--- src/common/rv_pkg.sv ---
package rv_pkg;

    localparam int xlen = 32;
    localparam int reg_addr_w = 5;

    localparam logic [xlen-1:0] reset_pc = 32'h0000_0000;

    // major opcodes
    localparam logic [6:0] opc_op     = 7'b0110011;
    localparam logic [6:0] opc_op_imm = 7'b0010011;
    localparam logic [6:0] opc_lui    = 7'b0110111;
    localparam logic [6:0] opc_load   = 7'b0000011;
    localparam logic [6:0] opc_store  = 7'b0100011;
    localparam logic [6:0] opc_branch = 7'b1100011;

    localparam logic [2:0] f3_add_sub = 3'b000;
    localparam logic [2:0] f3_xor     = 3'b100;
    localparam logic [2:0] f3_or      = 3'b110;
    localparam logic [2:0] f3_and     = 3'b111;
    localparam logic [2:0] f3_slt     = 3'b010;
    // word width for lw and sw
    localparam logic [2:0] f3_word    = 3'b010;
    localparam logic [2:0] f3_beq     = 3'b000;
    localparam logic [2:0] f3_bne     = 3'b001;

    localparam logic [6:0] funct7_sub = 7'b0100000;

    typedef enum logic [2:0] {
        alu_add,
        alu_sub,
        alu_and,
        alu_or,
        alu_xor,
        alu_slt,
        alu_pass_b
    } alu_op_t;

    typedef struct packed {
        logic [6:0]            funct7;
        logic [reg_addr_w-1:0] rs2;
        logic [reg_addr_w-1:0] rs1;
        logic [2:0]            funct3;
        logic [reg_addr_w-1:0] rd;
        logic [6:0]            opcode;
    } r_type_t;

    typedef struct packed {
        logic [11:0]           imm12;
        logic [reg_addr_w-1:0] rs1;
        logic [2:0]            funct3;
        logic [reg_addr_w-1:0] rd;
        logic [6:0]            opcode;
    } i_type_t;

    typedef struct packed {
        logic [6:0]            imm_hi;
        logic [reg_addr_w-1:0] rs2;
        logic [reg_addr_w-1:0] rs1;
        logic [2:0]            funct3;
        logic [4:0]            imm_lo;
        logic [6:0]            opcode;
    } s_type_t;

    typedef struct packed {
        logic                  imm12;
        logic [5:0]            imm10_5;
        logic [reg_addr_w-1:0] rs2;
        logic [reg_addr_w-1:0] rs1;
        logic [2:0]            funct3;
        logic [3:0]            imm4_1;
        logic                  imm11;
        logic [6:0]            opcode;
    } b_type_t;

    // four ways to read one fetched word
    typedef union packed {
        r_type_t r;
        i_type_t i;
        s_type_t s;
        b_type_t b;
    } inst_word_u;

endpackage

--- src/execute/alu.sv ---
`timescale 1ns/1ns

module alu
    import rv_pkg::*;
(
    input  alu_op_t         op,
    input  logic [xlen-1:0] a,
    input  logic [xlen-1:0] b,
    output logic [xlen-1:0] y
);

    always_comb begin
        case (op)
            alu_add:    y = a + b;
            alu_sub:    y = a - b;
            alu_and:    y = a & b;
            alu_or:     y = a | b;
            alu_xor:    y = a ^ b;
            alu_slt:    y = {{(xlen-1){1'b0}}, $signed(a) < $signed(b)};
            // lui
            alu_pass_b: y = b;
            default:    y = '0;
        endcase
    end

endmodule

--- src/decode/reg_file.sv ---
`timescale 1ns/1ns

module reg_file
    import rv_pkg::*;
(
    input  logic                  clk,
    input  logic [reg_addr_w-1:0] rs1,
    input  logic [reg_addr_w-1:0] rs2,
    input  logic [reg_addr_w-1:0] wr_rd,
    input  logic                  wr_en,
    input  logic [xlen-1:0]       wr_data,
    output logic [xlen-1:0]       rs1_val,
    output logic [xlen-1:0]       rs2_val
);

    // x0 has no storage
    logic [xlen-1:0] regs [1:31];

    always_ff @(posedge clk) begin
        if (wr_en && wr_rd != '0)
            regs[wr_rd] <= wr_data;
    end

    // same-cycle write shows through
    assign rs1_val = (rs1 == '0) ? '0 :
                     (wr_en && wr_rd == rs1) ? wr_data : regs[rs1];
    assign rs2_val = (rs2 == '0) ? '0 :
                     (wr_en && wr_rd == rs2) ? wr_data : regs[rs2];

endmodule

--- src/hw/fetch_stage.sv ---
`timescale 1ns/1ns

module fetch_stage
    import rv_pkg::*;
(
    input  logic            clk,
    input  logic            rst_n,
    input  logic            stall,
    input  logic            redirect,
    input  logic [xlen-1:0] redirect_pc,
    input  logic [xlen-1:0] imem_rdata,
    output logic [xlen-1:0] imem_addr,
    output logic            fd_valid,
    output inst_word_u      fd_inst,
    output logic [xlen-1:0] fd_pc
);

    logic [xlen-1:0] pc;

    assign imem_addr = pc;

    // redirect beats stall
    always_ff @(posedge clk) begin
        if (!rst_n) begin
            pc       <= reset_pc;
            fd_valid <= 1'b0;
        end else if (redirect) begin
            pc       <= redirect_pc;
            fd_valid <= 1'b0;
        end else if (!stall) begin
            pc       <= pc + 32'd4;
            fd_valid <= 1'b1;
        end
    end

    always_ff @(posedge clk) begin
        if (!stall) begin
            fd_inst <= imem_rdata;
            fd_pc   <= pc;
        end
    end

endmodule

--- src/decode/decode_stage.sv ---
`timescale 1ns/1ns

module decode_stage
    import rv_pkg::*;
(
    input  logic                  clk,
    input  logic                  rst_n,
    input  logic                  fd_valid,
    input  inst_word_u            fd_inst,
    input  logic [xlen-1:0]       fd_pc,
    input  logic                  redirect,
    input  logic                  ex_valid,
    input  logic                  ex_is_load,
    input  logic [reg_addr_w-1:0] ex_rd,
    input  logic [xlen-1:0]       ex_result,
    input  logic                  mem_fwd_valid,
    input  logic [reg_addr_w-1:0] mem_rd,
    input  logic [xlen-1:0]       mem_fwd_data,
    input  logic                  wb_valid,
    input  logic [reg_addr_w-1:0] wb_rd,
    input  logic [xlen-1:0]       wb_data,
    output logic                  stall,
    output logic                  de_valid,
    output alu_op_t               de_op,
    output logic [xlen-1:0]       de_a,
    output logic [xlen-1:0]       de_b,
    output logic [xlen-1:0]       de_rs2_val,
    output logic [xlen-1:0]       de_imm,
    output logic [xlen-1:0]       de_pc,
    output logic [reg_addr_w-1:0] de_rd,
    output logic                  de_is_load,
    output logic                  de_is_store,
    output logic                  de_is_branch,
    output logic                  de_branch_ne,
    output logic                  de_use_imm,
    output logic                  de_writes_rd
);

    logic [reg_addr_w-1:0] rs1;
    logic [reg_addr_w-1:0] rs2;
    logic [xlen-1:0]       rf_rs1;
    logic [xlen-1:0]       rf_rs2;
    logic [xlen-1:0]       a_fwd;
    logic [xlen-1:0]       b_fwd;
    alu_op_t               op;
    logic [xlen-1:0]       imm;
    logic                  is_load;
    logic                  is_store;
    logic                  is_branch;
    logic                  use_imm;
    logic                  writes_rd;

    assign rs1 = fd_inst.r.rs1;
    assign rs2 = fd_inst.r.rs2;

    // write-back source comes in through the register file bypass
    reg_file u_reg_file (
        .clk    (clk),
        .rs1    (rs1),
        .rs2    (rs2),
        .wr_rd  (wb_rd),
        .wr_en  (wb_valid),
        .wr_data(wb_data),
        .rs1_val(rf_rs1),
        .rs2_val(rf_rs2)
    );

    always_comb begin
        if (ex_valid && ex_rd != '0 && ex_rd == rs1)
            a_fwd = ex_result;
        else if (mem_fwd_valid && mem_rd == rs1)
            a_fwd = mem_fwd_data;
        else
            a_fwd = rf_rs1;

        if (ex_valid && ex_rd != '0 && ex_rd == rs2)
            b_fwd = ex_result;
        else if (mem_fwd_valid && mem_rd == rs2)
            b_fwd = mem_fwd_data;
        else
            b_fwd = rf_rs2;
    end

    // load result not ready until it reaches memory stage
    assign stall = fd_valid && ex_valid && ex_is_load && ex_rd != '0 &&
                   (ex_rd == rs1 || ex_rd == rs2);

    always_comb begin
        op        = alu_add;
        imm       = {{20{fd_inst.i.imm12[11]}}, fd_inst.i.imm12};
        is_load   = 1'b0;
        is_store  = 1'b0;
        is_branch = 1'b0;
        use_imm   = 1'b0;
        writes_rd = 1'b0;
        case (fd_inst.r.opcode)
            opc_op: begin
                writes_rd = 1'b1;
                case (fd_inst.r.funct3)
                    f3_add_sub: op = (fd_inst.r.funct7 == funct7_sub) ? alu_sub : alu_add;
                    f3_xor:     op = alu_xor;
                    f3_or:      op = alu_or;
                    f3_and:     op = alu_and;
                    f3_slt:     op = alu_slt;
                    default:    writes_rd = 1'b0;
                endcase
            end
            opc_op_imm: begin
                // addi only
                use_imm   = 1'b1;
                writes_rd = (fd_inst.i.funct3 == f3_add_sub);
            end
            opc_lui: begin
                op        = alu_pass_b;
                imm       = {fd_inst.i.imm12, fd_inst.i.rs1, fd_inst.i.funct3, 12'h000};
                use_imm   = 1'b1;
                writes_rd = 1'b1;
            end
            opc_load: begin
                use_imm   = 1'b1;
                is_load   = (fd_inst.i.funct3 == f3_word);
                writes_rd = (fd_inst.i.funct3 == f3_word);
            end
            opc_store: begin
                imm      = {{20{fd_inst.s.imm_hi[6]}}, fd_inst.s.imm_hi, fd_inst.s.imm_lo};
                use_imm  = 1'b1;
                is_store = (fd_inst.s.funct3 == f3_word);
            end
            opc_branch: begin
                imm       = {{20{fd_inst.b.imm12}}, fd_inst.b.imm11, fd_inst.b.imm10_5,
                             fd_inst.b.imm4_1, 1'b0};
                is_branch = (fd_inst.b.funct3 == f3_beq || fd_inst.b.funct3 == f3_bne);
            end
            default: ;
        endcase
    end

    always_ff @(posedge clk) begin
        if (!rst_n)
            de_valid <= 1'b0;
        else
            de_valid <= fd_valid && !stall && !redirect;
    end

    always_ff @(posedge clk) begin
        de_op        <= op;
        de_a         <= a_fwd;
        de_b         <= b_fwd;
        de_rs2_val   <= b_fwd;
        de_imm       <= imm;
        de_pc        <= fd_pc;
        // rd zero marks a non-writer for the hazard compares
        de_rd        <= writes_rd ? fd_inst.r.rd : '0;
        de_is_load   <= is_load;
        de_is_store  <= is_store;
        de_is_branch <= is_branch;
        de_branch_ne <= (fd_inst.b.funct3 == f3_bne);
        de_use_imm   <= use_imm;
        de_writes_rd <= writes_rd;
    end

endmodule

--- src/execute/execute_stage.sv ---
`timescale 1ns/1ns

module execute_stage
    import rv_pkg::*;
(
    input  logic                  clk,
    input  logic                  rst_n,
    input  logic                  de_valid,
    input  alu_op_t               de_op,
    input  logic [xlen-1:0]       de_a,
    input  logic [xlen-1:0]       de_b,
    input  logic [xlen-1:0]       de_rs2_val,
    input  logic [xlen-1:0]       de_imm,
    input  logic [xlen-1:0]       de_pc,
    input  logic [reg_addr_w-1:0] de_rd,
    input  logic                  de_is_load,
    input  logic                  de_is_store,
    input  logic                  de_is_branch,
    input  logic                  de_branch_ne,
    input  logic                  de_use_imm,
    input  logic                  de_writes_rd,
    output logic                  redirect,
    output logic [xlen-1:0]       redirect_pc,
    output logic                  ex_valid,
    output logic                  ex_is_load,
    output logic [reg_addr_w-1:0] ex_rd,
    output logic [xlen-1:0]       ex_result,
    output logic                  em_valid,
    output logic [xlen-1:0]       em_result,
    output logic [xlen-1:0]       em_store_data,
    output logic [reg_addr_w-1:0] em_rd,
    output logic                  em_is_load,
    output logic                  em_is_store,
    output logic                  em_writes_rd
);

    logic [xlen-1:0] alu_b;
    logic            taken;

    assign alu_b = de_use_imm ? de_imm : de_b;

    alu u_alu (
        .op(de_op),
        .a (de_a),
        .b (alu_b),
        .y (ex_result)
    );

    // beq on equal, bne on not equal
    assign taken       = (de_a == de_b) ^ de_branch_ne;
    assign redirect    = de_valid && de_is_branch && taken;
    assign redirect_pc = de_pc + de_imm;

    assign ex_valid   = de_valid;
    assign ex_is_load = de_is_load;
    assign ex_rd      = de_rd;

    always_ff @(posedge clk) begin
        if (!rst_n)
            em_valid <= 1'b0;
        else
            em_valid <= de_valid;
    end

    always_ff @(posedge clk) begin
        em_result     <= ex_result;
        em_store_data <= de_rs2_val;
        em_rd         <= de_rd;
        em_is_load    <= de_is_load;
        em_is_store   <= de_is_store;
        em_writes_rd  <= de_writes_rd;
    end

endmodule

--- src/hw/mem_wb_stage.sv ---
`timescale 1ns/1ns

module mem_wb_stage
    import rv_pkg::*;
(
    input  logic                  clk,
    input  logic                  rst_n,
    input  logic                  em_valid,
    input  logic [xlen-1:0]       em_result,
    input  logic [xlen-1:0]       em_store_data,
    input  logic [reg_addr_w-1:0] em_rd,
    input  logic                  em_is_load,
    input  logic                  em_is_store,
    input  logic                  em_writes_rd,
    input  logic [xlen-1:0]       dmem_rdata,
    output logic [xlen-1:0]       dmem_addr,
    output logic [xlen-1:0]       dmem_wdata,
    output logic                  dmem_we,
    output logic                  mem_fwd_valid,
    output logic [xlen-1:0]       mem_fwd_data,
    output logic                  wb_valid,
    output logic [reg_addr_w-1:0] wb_rd,
    output logic [xlen-1:0]       wb_data
);

    assign dmem_addr  = em_result;
    assign dmem_wdata = em_store_data;
    assign dmem_we    = em_valid && em_is_store;

    // memory-stage value is also a forwarding source for decode
    assign mem_fwd_valid = em_valid && em_writes_rd && em_rd != '0;
    assign mem_fwd_data  = em_is_load ? dmem_rdata : em_result;

    always_ff @(posedge clk) begin
        if (!rst_n)
            wb_valid <= 1'b0;
        else
            wb_valid <= mem_fwd_valid;
    end

    always_ff @(posedge clk) begin
        wb_rd   <= em_rd;
        wb_data <= mem_fwd_data;
    end

endmodule

--- src/hw/rv_core.sv ---
`timescale 1ns/1ns

module rv_core
    import rv_pkg::*;
(
    input  logic                  clk,
    input  logic                  rst_n,
    output logic [xlen-1:0]       imem_addr,
    input  logic [xlen-1:0]       imem_rdata,
    output logic [xlen-1:0]       dmem_addr,
    output logic [xlen-1:0]       dmem_wdata,
    output logic                  dmem_we,
    input  logic [xlen-1:0]       dmem_rdata,
    output logic                  retire_valid,
    output logic [reg_addr_w-1:0] retire_rd,
    output logic [xlen-1:0]       retire_data
);

    logic                  stall;
    logic                  redirect;
    logic [xlen-1:0]       redirect_pc;
    logic                  fd_valid;
    inst_word_u            fd_inst;
    logic [xlen-1:0]       fd_pc;
    logic                  de_valid;
    alu_op_t               de_op;
    logic [xlen-1:0]       de_a;
    logic [xlen-1:0]       de_b;
    logic [xlen-1:0]       de_rs2_val;
    logic [xlen-1:0]       de_imm;
    logic [xlen-1:0]       de_pc;
    logic [reg_addr_w-1:0] de_rd;
    logic                  de_is_load;
    logic                  de_is_store;
    logic                  de_is_branch;
    logic                  de_branch_ne;
    logic                  de_use_imm;
    logic                  de_writes_rd;
    logic                  ex_valid;
    logic                  ex_is_load;
    logic [reg_addr_w-1:0] ex_rd;
    logic [xlen-1:0]       ex_result;
    logic                  em_valid;
    logic [xlen-1:0]       em_result;
    logic [xlen-1:0]       em_store_data;
    logic [reg_addr_w-1:0] em_rd;
    logic                  em_is_load;
    logic                  em_is_store;
    logic                  em_writes_rd;
    logic                  mem_fwd_valid;
    logic [xlen-1:0]       mem_fwd_data;
    logic                  wb_valid;
    logic [reg_addr_w-1:0] wb_rd;
    logic [xlen-1:0]       wb_data;

    assign retire_valid = wb_valid;
    assign retire_rd    = wb_rd;
    assign retire_data  = wb_data;

    fetch_stage u_fetch (
        .clk        (clk),
        .rst_n      (rst_n),
        .stall      (stall),
        .redirect   (redirect),
        .redirect_pc(redirect_pc),
        .imem_rdata (imem_rdata),
        .imem_addr  (imem_addr),
        .fd_valid   (fd_valid),
        .fd_inst    (fd_inst),
        .fd_pc      (fd_pc)
    );

    decode_stage u_decode (
        .clk          (clk),
        .rst_n        (rst_n),
        .fd_valid     (fd_valid),
        .fd_inst      (fd_inst),
        .fd_pc        (fd_pc),
        .redirect     (redirect),
        .ex_valid     (ex_valid),
        .ex_is_load   (ex_is_load),
        .ex_rd        (ex_rd),
        .ex_result    (ex_result),
        .mem_fwd_valid(mem_fwd_valid),
        .mem_rd       (em_rd),
        .mem_fwd_data (mem_fwd_data),
        .wb_valid     (wb_valid),
        .wb_rd        (wb_rd),
        .wb_data      (wb_data),
        .stall        (stall),
        .de_valid     (de_valid),
        .de_op        (de_op),
        .de_a         (de_a),
        .de_b         (de_b),
        .de_rs2_val   (de_rs2_val),
        .de_imm       (de_imm),
        .de_pc        (de_pc),
        .de_rd        (de_rd),
        .de_is_load   (de_is_load),
        .de_is_store  (de_is_store),
        .de_is_branch (de_is_branch),
        .de_branch_ne (de_branch_ne),
        .de_use_imm   (de_use_imm),
        .de_writes_rd (de_writes_rd)
    );

    execute_stage u_execute (
        .clk          (clk),
        .rst_n        (rst_n),
        .de_valid     (de_valid),
        .de_op        (de_op),
        .de_a         (de_a),
        .de_b         (de_b),
        .de_rs2_val   (de_rs2_val),
        .de_imm       (de_imm),
        .de_pc        (de_pc),
        .de_rd        (de_rd),
        .de_is_load   (de_is_load),
        .de_is_store  (de_is_store),
        .de_is_branch (de_is_branch),
        .de_branch_ne (de_branch_ne),
        .de_use_imm   (de_use_imm),
        .de_writes_rd (de_writes_rd),
        .redirect     (redirect),
        .redirect_pc  (redirect_pc),
        .ex_valid     (ex_valid),
        .ex_is_load   (ex_is_load),
        .ex_rd        (ex_rd),
        .ex_result    (ex_result),
        .em_valid     (em_valid),
        .em_result    (em_result),
        .em_store_data(em_store_data),
        .em_rd        (em_rd),
        .em_is_load   (em_is_load),
        .em_is_store  (em_is_store),
        .em_writes_rd (em_writes_rd)
    );

    mem_wb_stage u_mem_wb (
        .clk          (clk),
        .rst_n        (rst_n),
        .em_valid     (em_valid),
        .em_result    (em_result),
        .em_store_data(em_store_data),
        .em_rd        (em_rd),
        .em_is_load   (em_is_load),
        .em_is_store  (em_is_store),
        .em_writes_rd (em_writes_rd),
        .dmem_rdata   (dmem_rdata),
        .dmem_addr    (dmem_addr),
        .dmem_wdata   (dmem_wdata),
        .dmem_we      (dmem_we),
        .mem_fwd_valid(mem_fwd_valid),
        .mem_fwd_data (mem_fwd_data),
        .wb_valid     (wb_valid),
        .wb_rd        (wb_rd),
        .wb_data      (wb_data)
    );

endmodule

--- config.mk ---
export PLATFORM = sky130hd
export DESIGN_NAME = rv_core
export DESIGN_NICKNAME = d
export VERILOG_FILES = /design/src/common/rv_pkg.sv /design/src/execute/alu.sv /design/src/decode/reg_file.sv /design/src/hw/fetch_stage.sv /design/src/decode/decode_stage.sv /design/src/execute/execute_stage.sv /design/src/hw/mem_wb_stage.sv /design/src/hw/rv_core.sv
export SDC_FILE = /design/constraint.sdc
export NUM_CORES = 2
export LEC_CHECK = 0
export ABC_AREA = 1
export BUFFER_PORTS_ARGS = -buffer_cell sky130_fd_sc_hd__buf_4
export CAP_MARGIN = 30
export CORE_UTILIZATION = 40
export CTS_BUF_LIST = sky130_fd_sc_hd__clkbuf_4 sky130_fd_sc_hd__clkbuf_8 sky130_fd_sc_hd__clkbuf_16
export DETAILED_ROUTE_END_ITERATION = 16
export SLEW_MARGIN = 5
export SYNTH_ARGS = -nofsm -noshare
export SYNTH_HDL_FRONTEND = slang
export SYNTH_HIERARCHICAL = 1
export SYNTH_SLANG_ARGS = --single-unit
--- constraint.sdc ---
create_clock -name clk -period 3.3 [get_ports clk]
set_input_delay 0.165 -clock clk [delete_from_list [all_inputs] [get_ports clk]]
set_output_delay 0.165 -clock clk [all_outputs]
set_load 0.02 [all_outputs]
# Word level (Yosys, flattened, before mapping)
# Memory sizes are Yosys's and may differ from the RTL's. A register that Yosys moved wholly into a read port is not among the register bits.
# Index checks and enable logic that the tools add are counted.
dict set report word_totals {
  mem_count 1
  word_cells 121
  input_bits 66
  ramBits 992
  ff_bits 351
}
dict set report classes {
  n_lt_le_gt_ge 1
  n_reduce_logical 33
  n_bitwise 5
  n_addsub 4
  n_mux 24
  eq_ne 26
}
# memory words word_bits rd rd_ports_with_merged_regs write_ports line
set memory_table {}
lappend memory_table {u_decode.u_reg_file.regs 31 32 2 2 1 reg_file.sv:17} ;# logic [xlen-1:0] regs [1:31];
# op n
set op_table {}
lappend op_table {{two-way mux 32 bit} 12}
lappend op_table {{one-hot mux 32 bit (7 select lines)} 1}
lappend op_table {{one-hot mux 31 bit (3 select lines)} 1}
lappend op_table {{adder 32 bit} 2}
lappend op_table {{adder 32 x 3 -> 32 bit (second input constant)} 1}
lappend op_table {{AND 32 bit} 1}
lappend op_table {{== test 32 bit} 1}
lappend op_table {{less-than comparator 32 bit} 1}
lappend op_table {{OR 32 bit} 1}
lappend op_table {{subtractor 32 bit} 1}
lappend op_table {{bitwise XOR 32 bit} 1}
lappend op_table {{== test 5 bit} 6}
lappend op_table {{== test 7 x 6 -> 1 bit (second input constant)} 4}
lappend op_table {{logical AND 1 bit} 19}
lappend op_table {{== test 3 bit (second input constant)} 6}
lappend op_table {{one-hot mux 3 bit (5 select lines)} 1}
lappend op_table {{nonzero test 5 bit} 3}
lappend op_table {{logical NOT 5 bit} 2}
lappend op_table {{two-way mux 5 bit} 2}
lappend op_table {{== test 3 x 2 -> 1 bit (second input constant)} 3}
lappend op_table {{== test 7 x 2 -> 1 bit (second input constant)} 1}
lappend op_table {{== test 7 x 5 -> 1 bit (second input constant)} 1}
lappend op_table {{== test 7 bit (second input constant)} 1}
lappend op_table {{== test 3 x 1 -> 1 bit (second input constant)} 2}
lappend op_table {{other kinds (12)} 19}

# Depth between registers and ports, before layout
dict set report depth {
  ltp_word 7
  mapped_depth 22
}

# Hierarchy
# The synthesis kept the hierarchy.
# module n_inst area_per_inst_um2 seq_area_each_um2 cells_per_inst
set by_module_without_submodules {}
lappend by_module_without_submodules {reg_file 1 53033.4 29788.6 6506}
lappend by_module_without_submodules {decode_stage 1 6805.3 2862.7 873}
lappend by_module_without_submodules {alu 1 6600.1 0.0 1313}
lappend by_module_without_submodules {execute_stage 1 4510.6 1461.4 640}
lappend by_module_without_submodules {fetch_stage 1 4170.2 2582.5 424}
lappend by_module_without_submodules {mem_wb_stage 1 1831.8 760.7 150}

# Least setup slack after synthesis
# No wires, ideal clock.
dict set report synth_path {
  path_type {register to register}
  from {register u_decode.de_use_imm}
  to {register u_decode.de_a[24]}
  stages_incl_launch_ff 19
  synth_period_minus_slack_ns 2.634
  path_buffers 3
  path_slack_ns 0.666
  arrival_time_ns 2.521
  required_ns 3.188
  setup_time_ns 0.112
  cell_sequence {dfxtp_1 > clkbuf_1 > buf_2 > mux2_2 > inv_1 > ha_1 > buf_6 > inv_1 > nand2_1 > nor2_1 > nand2_1 > nor3_1 > nand2_1 > nand3_1 > nand2_1 > nand3_1 > nand3_1 > nand3_1 > nand2_1}
}
dict set report synth_between {
  elab_chain_cells 4
}
# element line
set synth_rtl {}
lappend synth_rtl {{start, declared} decode_stage.sv:35} ;# output logic de_use_imm,
lappend synth_rtl {{start signal, assigned} decode_stage.sv:158} ;# de_use_imm <= use_imm;
lappend synth_rtl {{two-way mux 32 bit *} execute_stage.sv:40} ;# assign alu_b = de_use_imm ? de_imm : de_b;
lappend synth_rtl {{named net u_execute.alu_b[16]} execute_stage.sv:37} ;# logic [xlen-1:0] alu_b;
lappend synth_rtl {{subtractor 32 bit / adder 32 bit (equally long branches)} {alu.sv:15, alu.sv:14}}
lappend synth_rtl {{one-hot mux 32 bit (7 select lines) *} alu.sv:13} ;# case (op)
lappend synth_rtl {{named net ex_result[24]} rv_core.sv:42} ;# logic [xlen-1:0] ex_result;
lappend synth_rtl {{two-way mux 32 bit *} decode_stage.sv:69} ;# if (ex_valid && ex_rd != '0 && ex_rd == rs1)
lappend synth_rtl {{named net u_decode.a_fwd[24]} decode_stage.sv:43} ;# logic [xlen-1:0] a_fwd;
lappend synth_rtl {{end signal, assigned} decode_stage.sv:147} ;# de_a <= a_fwd;
lappend synth_rtl {{end, declared} decode_stage.sv:25} ;# output logic [xlen-1:0] de_a,
# The timed path passes the listed nets; every way through them passes the cells marked *.
# A chain may end at the register's enable or synchronous reset.

# Final worst setup path
dict set report layout_path {
  from {register u_decode.de_use_imm}
  to {register u_decode.de_a[26]}
}
# The elaborated chain is that of the path after synthesis.

==> flow_summary.rst <==
.. list-table::
   :header-rows: 1

   * - Metric
     - Value
   * - Via count of the first global-routing pass
     - 65,580
   * - Total area of multi-input combinational cells
     - 31,170 um2
   * - EDFF count, synth
     - 1,056
   * - Main combinational cell family by area after synthesis
     - simple AND/OR/NAND/NOR gates
   * - Worst hold slack after final layout
     - 0.05759 ns
   * - Share of the synthesized netlist area taken by xor and xnor gates
     - 0.6244%
   * - Slowest cell on the critical path
     - sky130_fd_sc_hd__dfxtp_4
   * - Commonest cells post-synth
     - sky130_fd_sc_hd__nand2_1 (3,245), sky130_fd_sc_hd__inv_1 (1,383), sky130_fd_sc_hd__nand3_1 (1,305)
   * - Routed length per instance
     - 23.44 um
   * - Clock Sinks
     - 1,343
   * - Std-Cell Rows
     - 160
   * - Clock slew at the register clock pins of the worst setup and hold paths
     - 0.06 ns
   * - Net count after synthesis
     - 10,110
   * - Startpoint types
     - flop
   * - Remaining max-slew budget at the tightest pin
     - 38.85%
   * - Top cell type by total area after synthesis
     - sky130_fd_sc_hd__edfxtp_1
   * - Fmax
     - 315.3 MHz
   * - Synthesized area
     - 76,950 um2
   * - Final WS setup
     - 0.1289 ns
   * - Share of synthesized flip-flops with an asynchronous set or reset
     - 0%
   * - Length of the first detailed-routing pass in iterations
     - 7
   * - Avg Inst Size Synth
     - 7.768 um2
   * - Total global routing overflow
     - 0
   * - Number of H-tree branching levels
     - 4
   * - Most instantiated library cell after synthesis
     - sky130_fd_sc_hd__nand2_1
   * - Part of the Yosys area used for sequential elements
     - 48.67%
   * - Routability Congestion
     - 0.9820
   * - Antenna violations before repair
     - 8
   * - Number of standard cells after synthesis
     - 9,906
   * - Final setup violating endpoints
     - 0
   * - Max-cap violations
     - 0
   * - Leakage component of the power
     - 0.04041 uW
   * - Kind of critical path
     - reg2reg
   * - Crit path required time
     - 4.00 ns
   * - Path category of the worst min-delay check
     - in2reg
   * - Register Area
     - 37,460 um2
   * - Arrival time reported for the critical path endpoint
     - 3.87 ns
   * - Most Used Layer, Global Route
     - met2
   * - Largest net degree at the start of global routing
     - 126
   * - Number of ports placed on the die boundary
     - 201
   * - Finished Core Util
     - 46.38%
   * - Global-route wire length before repair
     - 432,100 um
   * - Total buffers and inverters traversed by the critical path
     - 4
   * - Number of max-slew violations in the final report
     - 0
   * - Die Wd
     - 440.6 um
   * - Ratio of routed vias to standard cells
     - 5.466
   * - Chip Height
     - 440.6 um
   * - Biggest area contributors in the synthesized netlist
     - sky130_fd_sc_hd__edfxtp_1 (41%), sky130_fd_sc_hd__nand2_1 (16%), sky130_fd_sc_hd__nand3_1 (8.5%)
   * - Dominant register cell in the synthesized netlist
     - sky130_fd_sc_hd__edfxtp_1
   * - IO buf count
     - 200
   * - Longest Clk Path Bufs
     - 3
   * - Clock Skews
     - 0.02432 ns
   * - Share of cell area taken by muxes after synthesis
     - 0.9512%
   * - Estimated wirelength of the detail-placed design
     - 200,700 um
   * - Share of synthesized cell area in full adder, half adder and majority cells
     - 2.322%
   * - GRT Resource Usage Total
     - 30.13%
   * - Setup repair after global routing missed its margin
     - yes
   * - DRC
     - 0
   * - Met2 GRT Util
     - 46.45%
   * - Filler cell count
     - 18,510
   * - Core Area
     - 190,600 um2
   * - Pre-CTS setup slack
     - -0.01455 ns
   * - Count of state elements after synthesis
     - 1,343
   * - Critical Path Sink Type
     - flop
   * - CTS tree
     - done
   * - Number of vias after detailed routing
     - 69,640
   * - Count of synthesis-stage warnings from yosys
     - 6
   * - Latest clock arrival within the worst-skew pair
     - 0.83 ns
   * - Ordered list of cells on the worst path
     - buf_12 > mux2_2 > inv_1 > ha_1 > o21bai_1 > nand2_1 > nand2_1 > inv_1 > nand2_1 > buf_4 > nand2_1 > nand3_1 > nand2_1 > nand3_1 > nand3_1 > nand3_1 > nand2_1
   * - Met3 Track Usage GR
     - 4.989%
   * - Most frequent cell on the critical path
     - sky130_fd_sc_hd__nand2_1
   * - Library cells used by synthesis
     - 54
   * - Clock root buffer master
     - sky130_fd_sc_hd__clkbuf_16
   * - Global routing met1 resource utilization
     - 40.28%
   * - Largest fanout on the critical path
     - 11
   * - Top cell type's share of synthesized area
     - 41.21%
   * - Compound-cell area share of the yosys netlist
     - 5.925%
   * - Antenna viol nets, final
     - 0
   * - Kind of cell with the highest combined delay on the critical path
     - simple AND/OR/NAND/NOR gates
   * - IR drop worst, VDD
     - 0.0003878 V
   * - Die area
     - 194,100 um2
   * - Layout cells sized above 1
     - 12.02%
   * - Simple logic cell fraction of the synthesized area
     - 30.12%
   * - Part of the cycle the worst path needs
     - 96.09%
   * - Initial Utilization
     - 40.38%
   * - Post-Route WL
     - 298,700 um
   * - Final critical path time including I/O delays and setup
     - 3.171 ns
   * - Power density over the cells
     - 570.6 nW/um2
   * - Area delta synth->final
     - 14.87%
   * - Largest stage delay on the critical path
     - 0.40 ns
   * - Net count of the finished layout
     - 10,300
   * - Number of buffers added by the clock tree synthesis step
     - 155
   * - Outcome
     - finished clean
   * - Largest register FFs
     - 992
   * - Number of design-rule violations left by the first detailed-router iteration
     - 8,392
   * - Worst slew pin tran
     - 0.9102 ns
   * - Final hold viol count
     - 0
   * - Register with the highest flop count
     - u_decode/u_reg_file/regs
   * - Post-CTS Setup Repair Bufs
     - 0
==> final cells by class <==
| type | count | share of cell area, % |
|---|---|---|
| multi-input cells | 6531 | 35.26 |
| diodes | 3 | 0.008493 |
| well taps | 2511 | 3.554 |
| clock buffers | 195 | 4.848 |
| repair buffers | 651 | 6.817 |
| flip-flops and latches | 1343 | 42.38 |
| clock inverters | 93 | 1.096 |
| inverters | 1413 | 6.036 |
==> routing by layer <==
| layer | wire [um] | part of all wire, % |
|---|---|---|
| met1 | 120700 | 40 |
| met2 | 132000 | 44 |
| met3 | 28740 | 9.6 |
| met4 | 17280 | 5.8 |
| met5 | 13 | 0.0044 |
==> path summary, 6_finish.rpt <==
path,to,startpoint,depth (start not counted),slack (ns)
hold reg to reg,u_decode/de_pc[21]$_DFF_P_,u_fetch/fd_pc[21]$_DFFE_PN_,0,0.33
setup / recovery,u_decode/de_a[26]$_DFF_P_,u_decode/de_use_imm$_DFF_P_,17,0.13
hold / removal,u_fetch/fd_inst[21]$_DFFE_PN_,imem_rdata[21],2,0.06
setup reg to reg,u_decode/de_a[26]$_DFF_P_,u_decode/de_use_imm$_DFF_P_,17,0.13
==> cell usage in the layout (no fill, tap or decap), drive strengths merged, types with 6 or more instances in the layout <==
cell / Yosys / final
mux2: 55 / 55
bufinv: 0 / 15
nor2: 686 / 686
clkinv: 2 / 66
nor3: 23 / 23
edfxtp: 1056 / 1056
or2: 10 / 10
dfxtp: 287 / 287
clkbuf: 124 / 196
xor2: 25 / 25
o211ai: 81 / 81
a21oi: 340 / 340
nand3: 1375 / 1375
xnor2: 29 / 29
ha: 138 / 138
dlygate4sd3: 0 / 65
inv: 1411 / 1421
a22o: 6 / 6
o21bai: 10 / 10
o21ai: 311 / 311
a221oi: 20 / 20
nand2: 3330 / 3330
o22ai: 40 / 40
buf: 495 / 585
nand4: 22 / 22
==> stage by stage <==
stage          TNS (ns)  std cells  power, uW  area [um2]
4_1_cts               0      12740      50520       88190
6_report              0      12740      50440       88390
5_1_grt         -0.1312      12740      52110       88390
3_5_place_dp   -0.02124      12380      32590       82290
3_3_place_gp          0      12380      32560       82290
2_1_floorplan         0       9906      27290       76950
==> worst register-to-register path, delay by kind of cell (launching register included) <==
kind / cells / cell delay [ns]
multiplexers: 1 / 0.39
adder cells (fa/ha/maj): 1 / 0.35
buffers and inverters: 4 / 0.49
flip-flops: 1 / 0.40
AND/OR/NAND/NOR: 10 / 1.07
AO/OA/AOI/OAI: 1 / 0.34
==> timing repair <==
item	CTS	global route
endpoints found under the hold margin	128	0
cloned	0	1
resized for setup	1	59
endpoints found under the setup margin	3	55
hold buffers	65	0
==> where the power goes <==
group / switching, uW / internal, uW / total (uW)
Combinational: 8080 / 3390 / 11500
Sequential: 667 / 20400 / 21100
Clock: 7460 / 10500 / 17900
Total: 16200 / 34200 / 50400
==> logic make-up after synthesis <==
| kind of cell | Yosys count |
|---|---|
| compound gates | 824 |
| xor+xnor | 54 |
| fa+ha+maj | 141 |
| buf+inv | 2032 |
| flops | 1343 |
| mux | 55 |
| simple gates | 5457 |
No activity file was read; power rests on OpenSTA's default activity.
